`src/rtl/game_cfg.svh`:
```
`ifndef GAME_CFG_SVH
`define GAME_CFG_SVH

// raster, clk2 is the pixel clock
`define GAME_H_VISIBLE 256
`define GAME_H_FRONT 7          // pixels before hsync
`define GAME_H_SYNC 23
`define GAME_H_TOTAL 309
`define GAME_V_VISIBLE 240
`define GAME_V_FRONT 14         // lines before vsync
`define GAME_V_SYNC 3
`define GAME_V_TOTAL 262

// playfield objects
`define GAME_BRICKS_H 16
`define GAME_BRICKS_V 8
`define GAME_BALL_SIZE 6        // square ball
`define GAME_PADDLE_WIDTH 31
`define GAME_BALL_RESET_X 128
`define GAME_BALL_RESET_Y 180
`define GAME_MISS_Y 232         // first line of the bottom border row
`define GAME_LIVES_INIT 3

// apb byte offsets
`define GAME_REG_PADDLE 8'h00
`define GAME_REG_STATS 8'h04
`define GAME_REG_BALL 8'h08
`define GAME_REG_SERVE 8'h0C
`define GAME_REG_BRICKS 8'h10

`endif

```
`src/rtl/game_pkg.sv`:
```
package game_pkg;

  // beam state, fanned out to every drawing block
  typedef struct packed {
    logic [8:0] hpos;
    logic [8:0] vpos;
    logic       display_on;
    logic       hsync;
    logic       vsync;
    logic       frame_start;  // one cycle, line after vsync
    logic       frame_end;    // one cycle, first vsync line
  } beam_t;

  typedef struct packed {
    logic [8:0] x;
    logic [8:0] y;
    logic       dir_x;        // 1 right
    logic       dir_y;        // 1 down
    logic       speed;        // 1 = 2 px/frame on x
  } ball_t;

  // serve request from the host
  typedef struct packed {
    logic  valid;
    ball_t ball;
  } serve_t;

  typedef struct packed {
    logic [3:0] score1;       // bcd tens
    logic [3:0] score0;       // bcd units
    logic [3:0] lives;
  } stats_t;

  typedef struct packed {
    logic        psel;
    logic        penable;
    logic        pwrite;
    logic [7:0]  paddr;
    logic [31:0] pwdata;
  } apb_req_t;

  typedef struct packed {
    logic [31:0] prdata;
    logic        pready;
    logic        pslverr;
  } apb_rsp_t;

endpackage

```
`src/rtl/video_timing.sv`:
```
`timescale 1ns/100ps
`include "game_cfg.svh"

module video_timing (
  input  logic            clk2,
  input  logic            reset,
  output game_pkg::beam_t beam
);

  localparam int hs_start = `GAME_H_VISIBLE + `GAME_H_FRONT;
  localparam int hs_end   = hs_start + `GAME_H_SYNC;
  localparam int vs_start = `GAME_V_VISIBLE + `GAME_V_FRONT;
  localparam int vs_end   = vs_start + `GAME_V_SYNC;

  logic [8:0] hcount;   // pixel in line
  logic [8:0] vcount;   // line in frame
  logic       line_end;

  assign line_end = (hcount == 9'(`GAME_H_TOTAL - 1));

  always_ff @(posedge clk2 or posedge reset) begin
    if (reset) begin
      hcount <= '0;
      vcount <= '0;
    end else if (line_end) begin
      hcount <= '0;
      if (vcount == 9'(`GAME_V_TOTAL - 1)) begin
        vcount <= '0;   // wrap to top
      end else begin
        vcount <= vcount + 9'd1;
      end
    end else begin
      hcount <= hcount + 9'd1;
    end
  end

  // syncs and pulses straight from the counters
  always_comb begin
    beam.hpos        = hcount;
    beam.vpos        = vcount;
    beam.display_on  = (hcount < 9'(`GAME_H_VISIBLE)) && (vcount < 9'(`GAME_V_VISIBLE));
    beam.hsync       = (hcount >= 9'(hs_start)) && (hcount < 9'(hs_end));
    beam.vsync       = (vcount >= 9'(vs_start)) && (vcount < 9'(vs_end));
    beam.frame_end   = (vcount == 9'(vs_start)) && (hcount == 9'd0);
    beam.frame_start = (vcount == 9'(vs_end)) && (hcount == 9'd0);
  end

endmodule

```
`src/rtl/brick_field.sv`:
```
`timescale 1ns/100ps
`include "game_cfg.svh"

module brick_field (
  input  logic            clk2,
  input  logic            reset,
  input  game_pkg::beam_t beam,
  input  logic            brick_hit,
  output logic            brick_present,
  output logic            brick_gfx,
  output logic [7:0]      bricks_left
);

  localparam int num_bricks = `GAME_BRICKS_H * `GAME_BRICKS_V;

  logic [num_bricks-1:0] bricks;   // 1 = brick still standing
  logic [6:0]            brick_index;
  logic [5:0]            hcell;
  logic                  lr_border;
  logic                  in_band;

  assign hcell     = beam.hpos[8:3];
  assign lr_border = (hcell == 6'd0) || (hcell == 6'd31);   // side walls
  assign in_band   = (beam.vpos[8:6] == 3'd1) && !lr_border; // rows 8..15

  // brick index latched mid-cell, {row, column}
  always_ff @(posedge clk2) begin
    if (in_band && beam.hpos[3:0] == 4'd8) begin
      brick_index <= {beam.vpos[5:3], beam.hpos[7:4]};
    end
  end

  // brick bit fetched one pixel after the index
  always_ff @(posedge clk2 or posedge reset) begin
    if (reset) begin
      brick_present <= 1'b0;
    end else if (brick_hit) begin
      brick_present <= 1'b0;   // rest of this cell is gone on this line
    end else if (in_band) begin
      if (beam.hpos[3:0] == 4'd9) begin
        brick_present <= bricks[brick_index];
      end
    end else begin
      brick_present <= 1'b0;
    end
  end

  always_ff @(posedge clk2 or posedge reset) begin
    if (reset) begin
      bricks      <= '1;                // full wall
      bricks_left <= 8'(num_bricks);
    end else if (brick_hit) begin
      bricks[brick_index] <= 1'b0;
      bricks_left         <= bricks_left - 8'd1;
    end
  end

  // mortar: top line of each row and pixels 8..9 of each cell
  assign brick_gfx = lr_border ||
                     (brick_present && beam.vpos[2:0] != 3'd0 && beam.hpos[3:1] != 3'd4);

  // ball engine only reports hits on a live brick
  a_hit_on_brick: assert property (
    @(posedge clk2) disable iff (reset)
    brick_hit |-> brick_present
  );

endmodule

```
`src/rtl/ball_engine.sv`:
```
`timescale 1ns/100ps
`include "game_cfg.svh"

module ball_engine (
  input  logic             clk2,
  input  logic             reset,
  input  game_pkg::beam_t  beam,
  input  logic             main_gfx,
  input  logic             brick_present,
  input  logic [8:0]       paddle_pos,
  input  game_pkg::serve_t serve,
  input  logic             lives_zero,
  output game_pkg::ball_t  ball,
  output logic             ball_gfx,
  output logic             paddle_gfx,
  output logic             brick_hit,
  output logic             score_inc,
  output logic             life_lost
);

  // home position, heading down-right slowly
  localparam game_pkg::ball_t ball_home = '{
    x: 9'(`GAME_BALL_RESET_X), y: 9'(`GAME_BALL_RESET_Y),
    dir_x: 1'b1, dir_y: 1'b1, speed: 1'b0
  };

  logic [8:0]        ball_rel_x;
  logic [8:0]        ball_rel_y;
  logic [8:0]        paddle_rel_x;
  logic signed [8:0] ball_paddle_dx;
  logic [8:0]        step_x;
  logic              pixel_collide;
  logic [3:0]        collide_bits;   // quadrants: 0 tl, 1 tr, 2 bl, 3 br
  logic              collide_paddle;
  logic              serve_pend;
  game_pkg::ball_t   serve_ball;

  assign ball_rel_x   = beam.hpos - ball.x;
  assign ball_rel_y   = beam.vpos - ball.y;
  assign paddle_rel_x = beam.hpos - paddle_pos;   // wraps, so one compare
  assign ball_gfx     = (ball_rel_x < 9'(`GAME_BALL_SIZE)) && (ball_rel_y < 9'(`GAME_BALL_SIZE));
  assign paddle_gfx   = (beam.vpos[8:3] == 6'd28) && (paddle_rel_x < 9'(`GAME_PADDLE_WIDTH));

  // the bottom border row lets the ball through so it can be missed
  assign pixel_collide = main_gfx && ball_gfx && beam.display_on &&
                         (beam.vpos < 9'(`GAME_MISS_Y));
  assign brick_hit      = pixel_collide && brick_present;
  assign ball_paddle_dx = ball.x - paddle_pos + 9'd8;   // offset from paddle left end
  assign step_x         = ball.speed ? 9'd2 : 9'd1;

  always_ff @(posedge clk2) begin
    if (serve.valid) begin
      serve_ball <= serve.ball;
    end
  end

  always_ff @(posedge clk2 or posedge reset) begin
    if (reset) begin
      ball           <= ball_home;
      collide_bits   <= '0;
      collide_paddle <= 1'b0;
      serve_pend     <= 1'b0;
      score_inc      <= 1'b0;
      life_lost      <= 1'b0;
    end else begin
      score_inc <= brick_hit;
      life_lost <= 1'b0;
      if (beam.frame_end) begin
        if (collide_paddle) begin
          ball.dir_y <= 1'b0;                               // up off the paddle
          ball.dir_x <= (ball_paddle_dx >= 9'sd20);         // by paddle side
          ball.speed <= (collide_bits != 4'b1100);          // edge hit speeds up
        end else begin
          casez (collide_bits)
            4'b01?1, 4'b1101: ball.dir_x <= 1'b1;   // left edge or corner
            4'b101?, 4'b1110: ball.dir_x <= 1'b0;   // right edge or corner
            default: ;
          endcase
          casez (collide_bits)
            4'b1011, 4'b0111, 4'b001?, 4'b0001: ball.dir_y <= 1'b1;   // hit from above
            4'b0100, 4'b1?00, 4'b1101, 4'b1110: ball.dir_y <= 1'b0;   // hit from below
            default: ;
          endcase
        end
        collide_bits   <= '0;   // fresh for next frame
        collide_paddle <= 1'b0;
      end else if (pixel_collide) begin
        collide_bits[{ball_rel_y[2], ball_rel_x[2]}] <= 1'b1;
        if (paddle_gfx) begin
          collide_paddle <= 1'b1;
        end
      end
      if (beam.frame_start && !lives_zero) begin   // frozen with no lives
        if (serve_pend) begin
          ball       <= serve_ball;
          serve_pend <= 1'b0;
        end else if (ball.y >= 9'(`GAME_MISS_Y)) begin
          ball      <= ball_home;   // missed, back home
          life_lost <= 1'b1;
        end else begin
          ball.x <= ball.dir_x ? ball.x + step_x : ball.x - step_x;
          ball.y <= ball.dir_y ? ball.y + 9'd1 : ball.y - 9'd1;
        end
      end
      if (serve.valid) begin
        serve_pend <= 1'b1;   // new request outlives a same-cycle apply
      end
    end
  end

  // each hit scores once and knocks the brick out of the scan
  a_hit_scores: assert property (
    @(posedge clk2) disable iff (reset)
    brick_hit |=> !brick_present
  );

endmodule

```
`src/rtl/score_keeper.sv`:
```
`timescale 1ns/100ps
`include "game_cfg.svh"

module score_keeper (
  input  logic             clk2,
  input  logic             reset,
  input  game_pkg::beam_t  beam,
  input  logic             score_inc,
  input  logic             life_lost,
  output game_pkg::stats_t stats,
  output logic             lives_zero,
  output logic             score_gfx
);

  // 5x5 glyphs, top row in the msbs, left column first
  localparam logic [24:0] glyphs [10] = '{
    25'b11111_10001_10001_10001_11111,
    25'b01100_00100_00100_00100_01110,
    25'b11111_00001_11111_10000_11111,
    25'b11111_00001_11111_00001_11111,
    25'b10001_10001_11111_00001_00001,
    25'b11111_10000_11111_00001_11111,
    25'b11111_10000_11111_10001_11111,
    25'b11111_00001_00001_00001_00001,
    25'b11111_10001_11111_10001_11111,
    25'b11111_10001_11111_00001_11111
  };

  logic [3:0]  digit;
  logic [2:0]  xofs;
  logic [2:0]  yofs;
  logic [24:0] glyph;
  logic [4:0]  bit_sel;

  always_ff @(posedge clk2 or posedge reset) begin
    if (reset) begin
      stats <= '{score1: 4'd0, score0: 4'd0, lives: 4'(`GAME_LIVES_INIT)};
    end else begin
      if (score_inc) begin
        if (stats.score0 == 4'd9) begin
          stats.score0 <= 4'd0;   // carry into tens, 99 wraps to 00
          stats.score1 <= (stats.score1 == 4'd9) ? 4'd0 : stats.score1 + 4'd1;
        end else begin
          stats.score0 <= stats.score0 + 4'd1;
        end
      end
      if (life_lost && !lives_zero) begin
        stats.lives <= stats.lives - 4'd1;
      end
    end
  end

  assign lives_zero = (stats.lives == 4'd0);

  // 32-pixel digit slots across the top
  always_comb begin
    case (beam.hpos[7:5])
      3'd1:    digit = stats.score1;
      3'd2:    digit = stats.score0;
      3'd6:    digit = stats.lives;
      default: digit = 4'd15;   // blank
    endcase
  end

  assign xofs    = beam.hpos[4:2];   // 4x4 pixel dots
  assign yofs    = beam.vpos[4:2];
  assign glyph   = (digit < 4'd10) ? glyphs[digit] : '0;
  assign bit_sel = 5'd24 - 5'(yofs) * 5'd5 - 5'(xofs);

  // char rows 0..2 only
  assign score_gfx = !beam.hpos[8] && (beam.vpos < 9'd24) &&
                     (xofs < 3'd5) && (yofs < 3'd5) && glyph[bit_sel];

endmodule

```
`src/rtl/apb_paddle_regs.sv`:
```
`timescale 1ns/100ps
`include "game_cfg.svh"

module apb_paddle_regs (
  input  logic               clk2,
  input  logic               reset,
  input  game_pkg::apb_req_t apb_req,
  output game_pkg::apb_rsp_t apb_rsp,
  input  game_pkg::stats_t   stats,
  input  game_pkg::ball_t    ball,
  input  logic [7:0]         bricks_left,
  output logic [8:0]         paddle_pos,
  output game_pkg::serve_t   serve
);

  logic            access;     // second apb cycle
  logic            addr_ok;
  logic            ro_addr;
  logic [31:0]     rdata;
  logic            serve_valid;
  game_pkg::ball_t serve_ball;

  assign access = apb_req.psel && apb_req.penable;

  always_comb begin
    addr_ok = 1'b1;
    ro_addr = 1'b0;
    rdata   = '0;
    case (apb_req.paddr)
      `GAME_REG_PADDLE: rdata = {23'd0, paddle_pos};
      `GAME_REG_STATS: begin
        rdata   = {20'd0, stats.lives, stats.score1, stats.score0};
        ro_addr = 1'b1;
      end
      `GAME_REG_BALL: begin
        rdata   = {1'b0, ball.speed, ball.dir_y, ball.dir_x, 3'd0, ball.y, 7'd0, ball.x};
        ro_addr = 1'b1;
      end
      `GAME_REG_SERVE: ;   // write only, reads zero
      `GAME_REG_BRICKS: begin
        rdata   = {24'd0, bricks_left};
        ro_addr = 1'b1;
      end
      default: addr_ok = 1'b0;
    endcase
  end

  // zero wait, error only in the access cycle
  assign apb_rsp.prdata  = (access && !apb_req.pwrite) ? rdata : 32'd0;
  assign apb_rsp.pready  = 1'b1;
  assign apb_rsp.pslverr = access && (!addr_ok || (apb_req.pwrite && ro_addr));

  always_ff @(posedge clk2 or posedge reset) begin
    if (reset) begin
      paddle_pos  <= '0;
      serve_valid <= 1'b0;
    end else begin
      serve_valid <= access && apb_req.pwrite && apb_req.paddr == `GAME_REG_SERVE;
      if (access && apb_req.pwrite && apb_req.paddr == `GAME_REG_PADDLE) begin
        paddle_pos <= apb_req.pwdata[8:0];
      end
    end
  end

  // serve word unpacked, same layout as the ball word
  always_ff @(posedge clk2) begin
    if (access && apb_req.pwrite && apb_req.paddr == `GAME_REG_SERVE) begin
      serve_ball <= '{x: apb_req.pwdata[8:0], y: apb_req.pwdata[24:16],
                      dir_x: apb_req.pwdata[28], dir_y: apb_req.pwdata[29],
                      speed: apb_req.pwdata[30]};
    end
  end

  assign serve = '{valid: serve_valid, ball: serve_ball};

  a_penable_psel: assert property (
    @(posedge clk2) disable iff (reset)
    apb_req.penable |-> apb_req.psel
  );

endmodule

```
`src/rtl/ball_paddle_top.sv`:
```
`timescale 1ns/100ps

module ball_paddle_top (
  input  logic               clk2,
  input  logic               reset,
  input  game_pkg::apb_req_t apb_req,
  output game_pkg::apb_rsp_t apb_rsp,
  output logic               hsync,
  output logic               vsync,
  output logic [1:0]         out
);

  game_pkg::beam_t  beam;
  game_pkg::ball_t  ball;
  game_pkg::serve_t serve;
  game_pkg::stats_t stats;
  logic             brick_present;
  logic             brick_gfx;
  logic             ball_gfx;
  logic             paddle_gfx;
  logic             score_gfx;
  logic             main_gfx;    // bricks, borders, scoreboard
  logic             brick_hit;
  logic             score_inc;
  logic             life_lost;
  logic             lives_zero;
  logic [7:0]       bricks_left;
  logic [8:0]       paddle_pos;
  logic             lr_border;
  logic             r;
  logic             g;
  logic             b;

  video_timing u_timing (.clk2, .reset, .beam);

  brick_field u_bricks (.clk2, .reset, .beam, .brick_hit, .brick_present, .brick_gfx,
                        .bricks_left);

  ball_engine u_ball (.clk2, .reset, .beam, .main_gfx, .brick_present, .paddle_pos,
                      .serve, .lives_zero, .ball, .ball_gfx, .paddle_gfx, .brick_hit,
                      .score_inc, .life_lost);

  score_keeper u_score (.clk2, .reset, .beam, .score_inc, .life_lost, .stats,
                        .lives_zero, .score_gfx);

  apb_paddle_regs u_regs (.clk2, .reset, .apb_req, .apb_rsp, .stats, .ball, .bricks_left,
                          .paddle_pos, .serve);

  assign lr_border = (beam.hpos[8:3] == 6'd0) || (beam.hpos[8:3] == 6'd31);

  // playfield by 8-line char row
  always_comb begin
    case (beam.vpos[8:3])
      6'd0, 6'd1, 6'd2: main_gfx = score_gfx;
      6'd3:             main_gfx = 1'b0;        // gap under the score
      6'd4:             main_gfx = 1'b1;        // top border
      6'd8, 6'd9, 6'd10, 6'd11,
      6'd12, 6'd13, 6'd14, 6'd15: main_gfx = brick_gfx;
      6'd28:            main_gfx = paddle_gfx | lr_border;
      6'd29:            main_gfx = beam.hpos[0] ^ beam.vpos[0];   // checkered floor
      default:          main_gfx = lr_border;
    endcase
  end

  assign r = beam.display_on && (ball_gfx | paddle_gfx);
  assign g = beam.display_on && (main_gfx | ball_gfx);
  assign b = beam.display_on && (ball_gfx | brick_present);

  assign hsync = beam.hsync;
  assign vsync = beam.vsync;
  assign out   = (beam.hsync || beam.vsync) ? 2'd0 : 2'd1 + 2'(g) + 2'(r | b);

endmodule

```
`config.mk`:
```
export PLATFORM = sky130hd
export DESIGN_NAME = ball_paddle_top
export DESIGN_NICKNAME = d
export VERILOG_FILES = /design/src/rtl/game_pkg.sv /design/src/rtl/video_timing.sv /design/src/rtl/brick_field.sv /design/src/rtl/ball_engine.sv /design/src/rtl/score_keeper.sv /design/src/rtl/apb_paddle_regs.sv /design/src/rtl/ball_paddle_top.sv
export VERILOG_INCLUDE_DIRS = /design/src /design/src/rtl
export SDC_FILE = /design/constraint.sdc
export NUM_CORES = 1
export LEC_CHECK = 0
export BUFFER_PORTS_ARGS = -buffer_cell sky130_fd_sc_hd__buf_4
export CAP_MARGIN = 10
export CORE_AREA = 2 2 111 221
export CTS_BUF_LIST = sky130_fd_sc_hd__clkbuf_4 sky130_fd_sc_hd__clkbuf_8
export DETAILED_ROUTE_END_ITERATION = 8
export DIE_AREA = 0 0 113 223
export GPL_TIMING_DRIVEN = 0
export PLACE_DENSITY = 0.84
export SYNTH_ARGS = -nofsm -noshare
export SYNTH_HDL_FRONTEND = slang
export SYNTH_HIERARCHICAL = 1
export SYNTH_SLANG_ARGS = --single-unit
```
`constraint.sdc`:
```
create_clock -name clk2 -period 14.9 [get_ports clk2]
set_clock_uncertainty 0.15 [all_clocks]
set_input_delay 0.745 -clock clk2 [delete_from_list [all_inputs] [get_ports clk2]]
set_output_delay 0.745 -clock clk2 [all_outputs]
set_load 0.02 [all_outputs]
```
==> impl_metrics.csv <==
group,metric,value,unit
setup_path,timing.critical_path.fanout_max,12,
setup_path,critPathArrivalTime,6720,ps
place,post-place-cells,1742,
finish,antenna-diode-count,0,
sta,timing.final.crit_share,43.0,%
clock_network,clock_sinks,255,
clock_network,cts_repair_resize_count,0,
sta,finalWorstPathRequiredPeriod,6400,ps
route,routed-via-count,11958,
clock_network,clk_transition_reported_paths,70,ps
clock_network,max-clock-path-buffers,3,
route,route.detailed.vias_per_inst,6.59,
grt,grt_usage,30.1,%
route,drt-initial-drc-count,1000,
setup_path,timing.critical_path.required,15210,ps
synth,synth_ff_type,"dfstp_2",
power_and_ir_drop,power.sequential.fraction,52.2,%
synth,yosysTopAreaCellShare,24.0,%
grt,globalRouteOverflowTotal,0,
finish,syn2layout_area_growth,11.6,%
grt,grt_first_pass_wirelength,61.1,mm
synth,seq_area_frac_synth,45.0,%
route,antenna_left,0,
power_and_ir_drop,switching_part_of_the_total_power,23.3,%
route,route.detailed.drc,5,
sta,maxSlewViolCount,0,
synth,synthCells,1384,
sta,hold_slack,53.1,ps
power_and_ir_drop,clkPwrFrac,44.8,%
power_and_ir_drop,cellLeakagePower,0.00676,uW
synth,async_reset_ff_share,80.8,%
synth,synthTopCellsByArea,"dfstp_2 24%, dfrtp_1 11%, edfxtp_1 9.7%",
sta,final-hold-violation-count,0,
power_and_ir_drop,ir_drop,0.0798,mV
status,outcome,"finished, violations left",
synth,ys_seq_elements,255,
power_and_ir_drop,fin_total_pwr,1370,uW
synth,edff_count_synth,49,
setup_path,worst_r2r_path_depth,23,
clock_network,clock_tree_from_tritoncts,"built",
floorplanning,rows,80,
clock_network,cts-hold-fix-buffers,0,
setup_path,setup.worst_path.end_class,"flip-flop",
floorplanning,die_h,223,um
floorplanning,die_w,113,um
finish,postLayoutCoreUtil,71.3,%
sta,setup_viol_count_final,0,
sta,fmax,0.156,GHz
grt,grt_max_degree,89,
route,post_drt_wl_per_cell,21.1,um
finish,filler_free_cell_count_of_the_finished_design,1815,
hold_path,hold_class,"in -> async",
clock_network,post_cts.repair.setup_buffers,0,
status,failed_checks,"design-rule violations",
synth,synth_cell_types,110,
floorplanning,number_of_top_level_pins,83,
finish,final_stage_net_count,1620,
grt,antenna_found_initial,0,
setup_path,critPathLaunchType,"flip-flop",
route,finalWirelength,38.2,mm
synth,netlist_area,15100,um^2
sta,grt_setup_unrepaired,"no",
power_and_ir_drop,combinational_share_of_power,3.0,%
place,dp_hpwl,26.4,mm
floorplanning,initial_standard_cell_utilization_of_the_core,63.9,%
sta,fin_setup_tns,0,ps
route,drt_pre_antenna_iters,9,
finish,final_layout_size_suffix_gt1_share,26.0,%
synth,ys_warn_count,6,
floorplanning,floorplan.die_area,25200,um^2
grt,grt_pass1_vias,12010,
clock_network,clock_latency_reported_for_the_late_side_of_the_worst_skew_pair,600,ps
clock_network,cts_made_buffers,39,
clock_network,clock_tree.root_cell,"clkbuf_8",
job,maxCapViolCount,0,
finish,multi_input_comb_area,7610,um^2
place,final_gp_congestion,0.913,
clock_network,htreeDepth,2,
power_and_ir_drop,power.net_switching,318,uW
sta,timing.slew.headroom,23.7,%
place,place.port_buffers,62,
finish,register_area,6800,um^2
power_and_ir_drop,cellInternalPower,1050,uW
finish,fillers,1693,
floorplanning,core-area,23600,um^2
power_and_ir_drop,power_density,81.1,nW/um^2
sta,max_slew.worst_pin.slew,1140,ps
synth,syn_area_per_cell,10.9,um^2
setup_path,setup_cp_type,"reg -> reg",
synth,yosysTopAreaCell,"dfstp_2",
[metal layers]
| layer | global-route usage (%) | vias to the layer above | part of all wire, % | wire [um] |
|---|---|---|---|---|
| met5 | 0 | - | 0 | 0 |
| met4 | 13.7 | 0 | 4.1 | 1580 |
| met3 | 5.08 | 141 | 6.6 | 2530 |
| met2 | 49.3 | 577 | 50 | 19000 |
| met1 | 39.3 | 5912 | 40 | 15200 |
| li1 | - | 5328 | - | - |
[area by class of cell]
cell class,count,area share [%]
buffer,65,2.56
inverter,75,1.70
clock buffer,52,4.03
timing repair buffer,65,3.16
tap,287,2.13
clock inverter,20,0.862
sequential,255,40.4
multi-input combinational,996,45.2
[through the flow]
step | worst slack, ps | instance area (um^2)
after floorplan | 10090 | 15100
after global placement | 8780 | 15900
after detailed placement | 8580 | 16000
after CTS | 8570 | 16800
after global routing | 8270 | 16800
final | 8500 | 16800
[kinds of logic (layout without fill, tap and decap cells)]
family	Yosys count	after routing	share of synthesized area, %
other	2	9	0.0498
adder cells (fa/ha/maj)	79	79	6.93
AND/OR/NAND/NOR	379	379	14.6
buffers and inverters	140	277	4.72
AO/OA/AOI/OAI	404	404	19.2
XOR/XNOR	52	52	3.02
multiplexers	73	73	6.47
flip-flops	255	255	45.0
[power groups by stage]
stage	sequential [uW]	combinational, uW	clock, uW
5_1_grt	712	45.3	650
3_3_place_gp	724	37.1	0
2_1_floorplan	724	24.1	0
3_5_place_dp	724	40.2	0
6_report	713	41.5	611
4_1_cts	713	40.4	622
[flip-flops by register name, summed over array words and instances, names as in the netlist]
signal,cells
u_ball/collide_paddle,1
u_regs/serve,21
u_ball/serve_pend,1
u_bricks/bricks_left,8
u_score/stats,12
u_ball/collide_bits,4
u_ball/score_inc,1
u_bricks/brick_present,1
u_regs/paddle_pos,9
u_bricks/bricks,128
u_ball/ball,21
u_ball/serve_ball,21
u_timing/vcount,9
u_regs/serve_valid,1
u_bricks/brick_index,7
u_timing/hcount,9
u_ball/life_lost,1
[layout by cell type (no fill, tap or decap), types with 9 or more instances in the layout]
cell / count
a211oi_1: 17
and2_1: 18
nor2_1: 66
clkbuf_1: 24
mux4_2: 11
dfstp_2: 138
mux2_2: 18
buf_4: 78
nor3_1: 35
a21boi_0: 68
a21o_1: 18
mux2i_1: 38
clkinv_2: 14
xor2_1: 24
o21ai_0: 39
a31oi_1: 12
ha_1: 70
a211o_1: 11
nand2b_1: 27
xnor2_1: 28
buf_6: 11
nand2_1: 67
a21boi_1: 14
nand3_1: 35
a21oi_1: 62
o21a_1: 50
edfxtp_1: 49
o31ai_1: 9
inv_1: 69
nor2b_1: 24
nand4_1: 9
clkbuf_8: 46
nand3b_1: 26
dfrtp_1: 68
o21ai_1: 12
conb_1: 9
o22ai_1: 25
[worst paths after layout]
check	start	endpoint	slack, ps
max reg2reg	u_timing/hcount[7]	u_bricks/bricks[41]	8500
max in group asynchronous	reset	u_bricks/bricks[72]	13670
min	reset	u_ball/life_lost	50
min in group clk2	apb_req[30]	u_regs/serve[0]	200
max	u_timing/hcount[7]	u_bricks/bricks[41]	8500
min reg2reg	u_regs/serve[12]	u_ball/serve_ball[12]	280
[worst max-delay path: stages (launching register included)]
cell,delay (ps)
dfrtp_1,590
buf_6,250
or3b_4,400
o2bb2ai_2,250
inv_2,90
ha_1,260
or2_2,290
o2bb2ai_1,210
o32ai_1,110
a211oi_1,280
o2111ai_1,160
a311oi_1,360
nand2b_1,130
a21oi_1,140
nor3_1,90
o22ai_2,180
nand4b_1,110
a21oi_1,120
and4b_1,190
buf_4,140
and2_1,430
nand2b_1,190
nor2_1,900
a21boi_0,250
[cell usage after synthesis (38+ instances only)]
| cell type | number |
|---|---|
| edfxtp_1 | 49 |
| inv_1 | 70 |
| nand2_1 | 67 |
| nor2_1 | 66 |
| mux2i_1 | 38 |
| ha_1 | 70 |
| a21boi_0 | 68 |
| dfrtp_1 | 68 |
| o21a_1 | 50 |
| o21ai_0 | 39 |
| dfstp_2 | 138 |
| a21oi_1 | 62 |
Power figures use the tool's default switching activity.
